### config.mk
export PLATFORM = sky130hd
export DESIGN_NAME = mem_stage
export DESIGN_NICKNAME = d
export VERILOG_FILES = /design/src/verilog/mem_pkg.sv /design/src/verilog/store_aligner.sv /design/src/verilog/dcache.sv /design/src/verilog/clint_timer.sv /design/src/verilog/load_extractor.sv /design/src/verilog/mem_stage.sv
export VERILOG_INCLUDE_DIRS = /design/src /design/src/verilog
export SDC_FILE = /design/constraint.sdc
export NUM_CORES = 2
export LEC_CHECK = 0
export BUFFER_PORTS_ARGS = -buffer_cell sky130_fd_sc_hd__buf_2
export CORE_ASPECT_RATIO = 2
export CORE_MARGIN = 5
export CORE_UTILIZATION = 25
export CTS_CLUSTER_SIZE = 14
export DETAILED_ROUTE_END_ITERATION = 12
export GPL_TIMING_DRIVEN = 0
export MAX_ROUTING_LAYER = met4
export PLACE_DENSITY = 0.42
export SLEW_MARGIN = 20
export SYNTH_ARGS = -nofsm -noshare
export SYNTH_HDL_FRONTEND = slang
export SYNTH_SLANG_ARGS = --single-unit
### constraint.sdc
create_clock -name clk -period 26.9 [get_ports clk]
set_input_delay 2.69 -clock clk [delete_from_list [all_inputs] [get_ports clk]]
set_output_delay 2.69 -clock clk [all_outputs]
set_load 0.01 [all_outputs]
### src/verilog/mem_defines.svh
`ifndef MEM_DEFINES_SVH
`define MEM_DEFINES_SVH

// data path
`define MEM_XLEN        64
`define MEM_LINE_W      128

// cache geometry
`define MEM_LINES       16
`define MEM_OFS_BITS    4
`define MEM_IDX_BITS    4

// clint map, addr[31:24] picks the block
`define CLINT_HI_BYTE   8'h02
`define CLINT_MTIME_OFS 16'hBFF8

`endif

### src/verilog/mem_pkg.sv
`include "mem_defines.svh"

package mem_pkg;

    // one data word, seen as lanes of any access size
    typedef union packed {
        logic [7:0][7:0]         b;   // bytes
        logic [3:0][15:0]        h;   // halves
        logic [1:0][31:0]        w;   // words
        logic [`MEM_XLEN-1:0]    d;   // whole doubleword
    } lane_word_u;

endpackage

### src/verilog/store_aligner.sv
`include "mem_defines.svh"

module store_aligner import mem_pkg::*; (
    input  logic [2:0]           addr_lsb_i,
    input  logic [1:0]           size_i,
    input  logic [`MEM_XLEN-1:0] wdata_i,
    output lane_word_u           lane_o,
    output logic [7:0]           wmask_o
);

    // size code: 00 word, 01 byte, 10 half, 11 double
    always_comb begin
        lane_o  = '0;
        wmask_o = '0;
        case (size_i)
            2'b01: begin // byte
                lane_o.b[addr_lsb_i] = wdata_i[7:0];
                wmask_o              = 8'h01 << addr_lsb_i;
            end
            2'b10: begin // half
                lane_o.h[addr_lsb_i[2:1]] = wdata_i[15:0];
                wmask_o                   = 8'h03 << {addr_lsb_i[2:1], 1'b0};
            end
            2'b00: begin // word
                lane_o.w[addr_lsb_i[2]] = wdata_i[31:0];
                wmask_o                 = 8'h0f << {addr_lsb_i[2], 2'b00};
            end
            default: begin
                lane_o.d = wdata_i;  // double, no shifting
                wmask_o  = 8'hff;
            end
        endcase
    end

endmodule

### src/verilog/dcache.sv
`include "mem_defines.svh"

module dcache import mem_pkg::*; (
    input  logic                   clk,
    input  logic                   rst,

    input  logic [`MEM_XLEN-1:0]   req_addr_i,
    input  logic                   req_wr_i,
    input  logic                   req_valid_i,
    input  lane_word_u             req_wdata_i,
    input  logic [7:0]             req_wmask_i,
    output logic [`MEM_XLEN-1:0]   rdata_o,
    output logic                   ready_o,
    output logic                   idle_o,

    output logic [`MEM_XLEN-1:0]   mem_addr_o,
    output logic                   mem_wr_o,
    output logic                   mem_valid_o,
    output logic [`MEM_LINE_W-1:0] mem_wdata_o,
    input  logic [`MEM_LINE_W-1:0] mem_rdata_i,
    input  logic                   mem_ready_i
);

    localparam int TAG_W = `MEM_XLEN - `MEM_IDX_BITS - `MEM_OFS_BITS;

    localparam logic [1:0] S_IDLE   = 2'd0;
    localparam logic [1:0] S_LOOKUP = 2'd1;
    localparam logic [1:0] S_EVICT  = 2'd2;
    localparam logic [1:0] S_REFILL = 2'd3;

    logic [1:0]              state_q;

    logic [`MEM_LINE_W-1:0]  data_q [`MEM_LINES];
    logic [TAG_W-1:0]        tag_q  [`MEM_LINES];
    logic [`MEM_LINES-1:0]   valid_q;
    logic [`MEM_LINES-1:0]   dirty_q;

    logic [`MEM_IDX_BITS-1:0] idx;
    logic [TAG_W-1:0]         req_tag;
    logic                     word_sel;
    logic                     hit;
    logic [`MEM_LINE_W-1:0]   cur_line;
    logic [`MEM_LINE_W-1:0]   line_view;
    logic [`MEM_LINE_W-1:0]   new_line;
    logic                     refill_done;
    logic                     line_we;

    // write the masked bytes of one word into a line
    function automatic logic [`MEM_LINE_W-1:0] merge_line(
        input logic [`MEM_LINE_W-1:0] line,
        input lane_word_u             lane,
        input logic [7:0]             mask,
        input logic                   hi
    );
        logic [`MEM_LINE_W-1:0] res;
        int                     base;
        res  = line;
        base = hi ? `MEM_XLEN : 0;
        for (int i = 0; i < 8; i++) begin
            if (mask[i])
                res[base + i*8 +: 8] = lane.b[i];
        end
        return res;
    endfunction

    assign idx      = req_addr_i[`MEM_OFS_BITS +: `MEM_IDX_BITS];
    assign req_tag  = req_addr_i[`MEM_XLEN-1 -: TAG_W];
    assign word_sel = req_addr_i[`MEM_OFS_BITS-1];   // upper or lower half of the line

    assign cur_line = data_q[idx];
    assign hit      = valid_q[idx] && (tag_q[idx] == req_tag);

    assign refill_done = (state_q == S_REFILL) && mem_ready_i;

    // during refill the incoming line stands in for the array
    assign line_view = (state_q == S_REFILL) ? mem_rdata_i : cur_line;
    assign new_line  = req_wr_i ? merge_line(line_view, req_wdata_i, req_wmask_i, word_sel)
                                : line_view;

    assign line_we = ((state_q == S_LOOKUP) && hit && req_wr_i) || refill_done;

    assign rdata_o = word_sel ? line_view[`MEM_LINE_W-1 -: `MEM_XLEN]
                              : line_view[`MEM_XLEN-1:0];
    assign ready_o = ((state_q == S_LOOKUP) && hit) || refill_done;
    assign idle_o  = (state_q == S_IDLE);

    // memory port
    assign mem_valid_o = (state_q == S_EVICT) || (state_q == S_REFILL);
    assign mem_wr_o    = (state_q == S_EVICT);
    assign mem_wdata_o = cur_line;
    always_comb begin
        if (state_q == S_EVICT)
            mem_addr_o = {tag_q[idx], idx, {`MEM_OFS_BITS{1'b0}}};  // victim line
        else
            mem_addr_o = {req_tag, idx, {`MEM_OFS_BITS{1'b0}}};
    end

    always_ff @(posedge clk) begin
        if (rst) begin
            state_q <= S_IDLE;
            valid_q <= '0;
            dirty_q <= '0;
        end else begin
            case (state_q)
                S_IDLE: begin
                    if (req_valid_i)
                        state_q <= S_LOOKUP;
                end
                S_LOOKUP: begin
                    if (hit) begin
                        state_q <= S_IDLE;
                        if (req_wr_i)
                            dirty_q[idx] <= 1'b1;
                    end else if (valid_q[idx] && dirty_q[idx]) begin
                        state_q <= S_EVICT;
                    end else begin
                        state_q <= S_REFILL;
                    end
                end
                S_EVICT: begin
                    if (mem_ready_i)
                        state_q <= S_REFILL;
                end
                default: begin // refill
                    if (mem_ready_i) begin
                        state_q      <= S_IDLE;
                        valid_q[idx] <= 1'b1;
                        dirty_q[idx] <= req_wr_i;  // store miss leaves the line dirty
                    end
                end
            endcase
        end
    end

    always_ff @(posedge clk) begin
        if (line_we) begin
            data_q[idx] <= new_line;
            tag_q[idx]  <= req_tag;
        end
    end

endmodule

### src/verilog/clint_timer.sv
`include "mem_defines.svh"

module clint_timer (
    input  logic                 clk,
    input  logic                 rst,
    input  logic                 wen_i,
    input  logic [15:0]          offset_i,
    input  logic [`MEM_XLEN-1:0] wdata_i,
    output logic [`MEM_XLEN-1:0] rdata_o,
    output logic                 irq_o
);

    logic [`MEM_XLEN-1:0] mtime;
    logic [`MEM_XLEN-1:0] mtimecmp;

    always_ff @(posedge clk) begin
        if (rst)
            mtime <= '0;
        else
            mtime <= mtime + 1'b1;  // free running
    end

    always_ff @(posedge clk) begin
        if (rst)
            mtimecmp <= '0;
        else if (wen_i)
            mtimecmp <= wdata_i;
    end

    // only the mtime offset is decoded, all else is mtimecmp
    assign rdata_o = (offset_i == `CLINT_MTIME_OFS) ? mtime : mtimecmp;
    assign irq_o   = (mtime >= mtimecmp);

endmodule

### src/verilog/load_extractor.sv
`include "mem_defines.svh"

module load_extractor import mem_pkg::*; (
    input  logic                 is_clint_i,
    input  logic [`MEM_XLEN-1:0] cache_word_i,
    input  logic [`MEM_XLEN-1:0] clint_word_i,
    input  logic [2:0]           addr_lsb_i,
    input  logic [2:0]           mem_op_i,
    output logic [`MEM_XLEN-1:0] rdata_o
);

    lane_word_u  src;
    logic        uns;
    logic [7:0]  sel_b;
    logic [15:0] sel_h;
    logic [31:0] sel_w;

    assign src = is_clint_i ? clint_word_i : cache_word_i;
    assign uns = mem_op_i[2];

    // pick the lane at the address offset
    assign sel_b = src.b[addr_lsb_i];
    assign sel_h = src.h[addr_lsb_i[2:1]];
    assign sel_w = src.w[addr_lsb_i[2]];

    always_comb begin
        case (mem_op_i[1:0])
            2'b01:   rdata_o = {{56{sel_b[7] & ~uns}}, sel_b};
            2'b10:   rdata_o = {{48{sel_h[15] & ~uns}}, sel_h};
            2'b00:   rdata_o = {{32{sel_w[31] & ~uns}}, sel_w};
            default: rdata_o = src.d;  // ld, unsigned form too
        endcase
    end

endmodule

### src/verilog/mem_stage.sv
`include "mem_defines.svh"

module mem_stage import mem_pkg::*; (
    input  logic                   clk,
    input  logic                   rst,

    input  logic [`MEM_XLEN-1:0]   addr_i,
    input  logic [`MEM_XLEN-1:0]   wdata_i,
    input  logic [2:0]             mem_op_i,
    input  logic                   wen_i,
    input  logic                   access_i,
    output logic [`MEM_XLEN-1:0]   rdata_o,
    output logic                   busy_o,
    output logic                   timer_irq_o,

    output logic [`MEM_XLEN-1:0]   mem_addr_o,
    output logic                   mem_wr_o,
    output logic                   mem_valid_o,
    output logic [`MEM_LINE_W-1:0] mem_wdata_o,
    input  logic [`MEM_LINE_W-1:0] mem_rdata_i,
    input  logic                   mem_ready_i
);

    lane_word_u           st_lane;
    logic [7:0]           st_mask;
    logic                 is_clint;
    logic                 cache_doing;
    logic                 cpu_req_valid;
    logic                 cpu_ready;
    logic                 cache_idle;
    logic                 clint_wen;
    logic [`MEM_XLEN-1:0] cache_word;
    logic [`MEM_XLEN-1:0] clint_word;

    assign is_clint = (addr_i[31:24] == `CLINT_HI_BYTE);

    // one cache request per access, held until the cache answers
    always_ff @(posedge clk) begin
        if (rst)
            cache_doing <= 1'b0;
        else if (cpu_ready)
            cache_doing <= 1'b0;
        else if (cpu_req_valid && cache_idle)
            cache_doing <= 1'b1;
    end

    assign cpu_req_valid = access_i && !is_clint && !cache_doing && !cpu_ready;
    assign busy_o        = access_i && !is_clint && !cpu_ready;
    assign clint_wen     = wen_i && access_i && is_clint;

    store_aligner u_store_aligner (
        .addr_lsb_i (addr_i[2:0]),
        .size_i     (mem_op_i[1:0]),
        .wdata_i    (wdata_i),
        .lane_o     (st_lane),
        .wmask_o    (st_mask)
    );

    dcache u_dcache (
        .clk         (clk),
        .rst         (rst),
        .req_addr_i  (addr_i),
        .req_wr_i    (wen_i),
        .req_valid_i (cpu_req_valid),
        .req_wdata_i (st_lane),
        .req_wmask_i (st_mask),
        .rdata_o     (cache_word),
        .ready_o     (cpu_ready),
        .idle_o      (cache_idle),
        .mem_addr_o  (mem_addr_o),
        .mem_wr_o    (mem_wr_o),
        .mem_valid_o (mem_valid_o),
        .mem_wdata_o (mem_wdata_o),
        .mem_rdata_i (mem_rdata_i),
        .mem_ready_i (mem_ready_i)
    );

    // timer takes the raw store word, not the lanes
    clint_timer u_clint_timer (
        .clk      (clk),
        .rst      (rst),
        .wen_i    (clint_wen),
        .offset_i (addr_i[15:0]),
        .wdata_i  (wdata_i),
        .rdata_o  (clint_word),
        .irq_o    (timer_irq_o)
    );

    load_extractor u_load_extractor (
        .is_clint_i   (is_clint),
        .cache_word_i (cache_word),
        .clint_word_i (clint_word),
        .addr_lsb_i   (addr_i[2:0]),
        .mem_op_i     (mem_op_i),
        .rdata_o      (rdata_o)
    );

endmodule

==> metrics.txt <==
status complete, no violations; Die Y 1027 microns; clock buffer depth 4; worst hold path class reg2reg; largest net degree at the start of global routing 23; Period minus WS final 13.76 ns; busiest grt layer met2; met1 GRT Util 24.80%; core footprint 515200 sq um; max incr delay on CP 0.89 ns; HPWL Detailed 492700 microns; Initial Utilization 25.07%; Tcrit/Tclk final 51.16%; R2R setup slack 19.68 ns; Mean Syn Cell Area 18.20 sq um; met3 GRT Util 3.070%; Crit Path Max Fanout 10; IO Pins 524; VDD IR-drop max 0.00006173 V; ys async rst share 0%; router iterations before antenna repair 6; synthesized flop and latch total 3107; Setup CP Type in2out; min-delay src u_clint_timer.mtimecmp[30]$_SDFFE_PP0P_; Post-Syn Instances 7096; DIE AREA 532000 sq um; GRT Total Usage 23.68%; Worst-Skew Late Latency 0.94 ns; Site Rows 373; fin cells 15436; worst path required time 24.21 ns; Fmax 72.66 MHz; Post-CTS Resized 0; Setup-failing EPs final 0; commonest non-fill, non-tap cell in the layout edfxtp_1; ANT nets after route 0; worst setup path startpoint addr_i[7]; setup bufs post-CTS 0; Cell variety after synth 90; Nets 8722; RR Startpoint u_dcache.tag_q[3][41]$_DFFE_PP_; clk slew on worst S/H paths 0.06 ns; Initial DRC Count 8116; I/O Buffers 515; sequential area share after synthesis 70.97%; GP Congestion 1.029; vias in the first global route 80762; grt met2 use 42.33%; DRC 0; clk sink count 3107; Post-synth top flop edfxtp_1; remaining global-route overflow 0; Leak 0.05242 uW; CP Buf/Inv Count 9; synthesized area 129200 sq um; vias per cell 5.109; Post-synth EDFFs 2944; fin. max-slew vios 0; Crit. End Element output pin; final wirelength 629300 microns; P per Cell Area 73.16 nW/um^2; Layout Skew 0.1077 ns; worst rel slew slack 15.76%; CP startpoint kind input port; initial antenna violation count 89; Area Growth Syn to Fin 23.93%; clk root buf clkbuf_16; Fin. Hold Viols 0; Critical Path AT 11.07 ns; first-pass GRT wire length 816400 microns; Tightest Pin Transition 1.228 ns; routed via count 78865; Die X 518.3 microns; Placed Cells 14834; Filler Cells Inserted 50557; Multi-input gate area 35830 sq um; Yosys Warn Count 0; RSZ-0062 raised after global routing no; CTS Buf Count 307; CTS tree done; CP max-delay cell buf_2; H-tree depth 5; DR WL/cell 40.77 microns; Hold-fix buffers, CTS 0; most frequent CP cell buf_2; Reg area 91670 sq um; Worst path top cell family by delay buffers and inverters; crit path cell chain buf_2 -> buf_2 -> buf_2 -> buf_2 -> clkbuf_1 -> buf_2 -> clkbuf_2 -> clkbuf_2 -> mux4_2 -> mux2i_1 -> mux2i_1 -> a21oi_1 -> nor2_1 -> a21oi_1 -> nand3_1 -> buf_2; Fin Setup TNS 0 ns; fraction of layout cells with a size suffix above 1 32.07%; most frequent cells in the layout 2944 x edfxtp_1, 763 x mux4_2, 642 x buf_2, 557 x nand2_1, 316 x nor2_1; Max Cap Viol 0
==> where the power goes <==
part / internal [uW] / total (uW) / switching (uW)
clock network: 2330 / 4340 / 2010
registers: 5550 / 5560 / 9.34
logic: 473 / 1810 / 1340
total: 8350 / 11700 / 3360
==> per-layer routing <==
metal	up-vias	wire length, microns
li1	31516	-
met1	42744	220400
met2	3473	331000
met3	1132	30140
met4	0	47660
met5	-	0
==> synthesized netlist by cell type, drive strengths merged (9+ instances only) <==
cell | count | share of area, %
edfxtp | 2944 | 68
mux4 | 790 | 14
nand2 | 566 | 1.7
nor2 | 329 | 0.96
mux2i | 322 | 2.5
o21ai | 243 | 1.0
a21oi | 238 | 0.93
buf | 237 | 1.3
clkbuf | 184 | 0.53
dfxtp | 163 | 2.5
inv | 104 | 0.30
nand3 | 80 | 0.31
o22ai | 66 | 0.32
ha | 65 | 0.63
mux2 | 64 | 0.56
xor2 | 62 | 0.42
a22oi | 55 | 0.32
a221oi | 47 | 0.32
xnor2 | 39 | 0.26
a211oi | 36 | 0.21
nand4 | 31 | 0.15
nor3 | 30 | 0.12
a21o | 29 | 0.17
a22o | 28 | 0.19
o211ai | 28 | 0.16
and3 | 27 | 0.13
o221ai | 27 | 0.18
or3 | 27 | 0.13
a31oi | 24 | 0.13
nor2b | 21 | 0.10
and2 | 15 | 0.073
nand2b | 15 | 0.073
o21a | 12 | 0.070
a2111oi | 11 | 0.075
a222oi | 11 | 0.085
and4 | 11 | 0.075
a21boi | 9 | 0.052
or2 | 9 | 0.044
==> worst paths after layout <==
| path | end | depth (start not counted) |
|---|---|---|
| setup reg to reg | u_dcache.data_q[3][115]$_DFFE_PP_ | 16 |
| hold reg to reg | u_clint_timer.mtimecmp[30]$_SDFFE_PP0P_ | 2 |
| hold / removal | u_clint_timer.mtimecmp[30]$_SDFFE_PP0P_ | 2 |
| setup / recovery | rdata_o[4] | 16 |
==> flip-flops by register name, indices dropped and copies added, names as in the netlist <==
name                    count
u_clint_timer.mtimecmp     64
u_dcache.data_q          2048
u_dcache.state_q            2
u_dcache.valid_q           16
cache_doing                 1
u_dcache.tag_q            896
u_dcache.dirty_q           16
u_clint_timer.mtime        64
==> cells by family (layout without fill, tap and decap cells) <==
group / count (synthesis) / in the layout / synth area share (%)
flip-flops: 3107 / 3107 / 70.97
AO/OA/AOI/OAI: 930 / 930 / 4.682
adder cells (fa/ha/maj): 65 / 65 / 0.6297
AND/OR/NAND/NOR: 1190 / 1190 / 4.013
XOR/XNOR: 101 / 101 / 0.6849
other: 1 / 55 / 0.002903
buffers and inverters: 526 / 2062 / 2.108
multiplexers: 1176 / 1176 / 16.91
==> per-stage QoR <==
step	utilization, %	setup WS (ns)	total power [uW]	hold WS [ns]	cell area [sq um]
2_1_floorplan	-	6.713	6388	0.4316	129200
3_3_place_gp	27.21	-24.23	7390	0.4454	140200
3_5_place_dp	29.13	12.62	7478	0.4496	150100
4_1_cts	31.02	12.62	11800	0.4590	159800
5_1_grt	31.06	13.22	12020	0.4686	160000
6_report	31.07	13.14	11710	0.4612	160100
==> cell type report <==
type                    instances  share of cell area [%]
diodes                         51                 0.07973
well taps                    6750                   5.276
repair buffers                985                   7.125
flip-flops and latches       3107                   57.27
multi-input cells            3466                   22.39
clock buffers                 358                   4.952
clock inverters               193                   1.147
plain buffers                 421                   1.519
inverters                     105                  0.2462
==> worst reg2reg max path, cell delays in order (launching register included) <==
cell and delay [ns]:
edfxtp_1 0.38, mux4_2 0.47, mux2i_1 0.63, o221ai_1 0.38
nor4_1 0.83, o2111ai_1 0.25, nor4_1 1.08, or3b_1 0.52
buf_2 0.33, a211oi_4 0.72, buf_8 0.25, buf_8 0.17
buf_8 0.18, buf_8 0.18, buf_6 0.20, buf_6 0.22
buf_8 0.19
(Power assumes the default switching activity.)
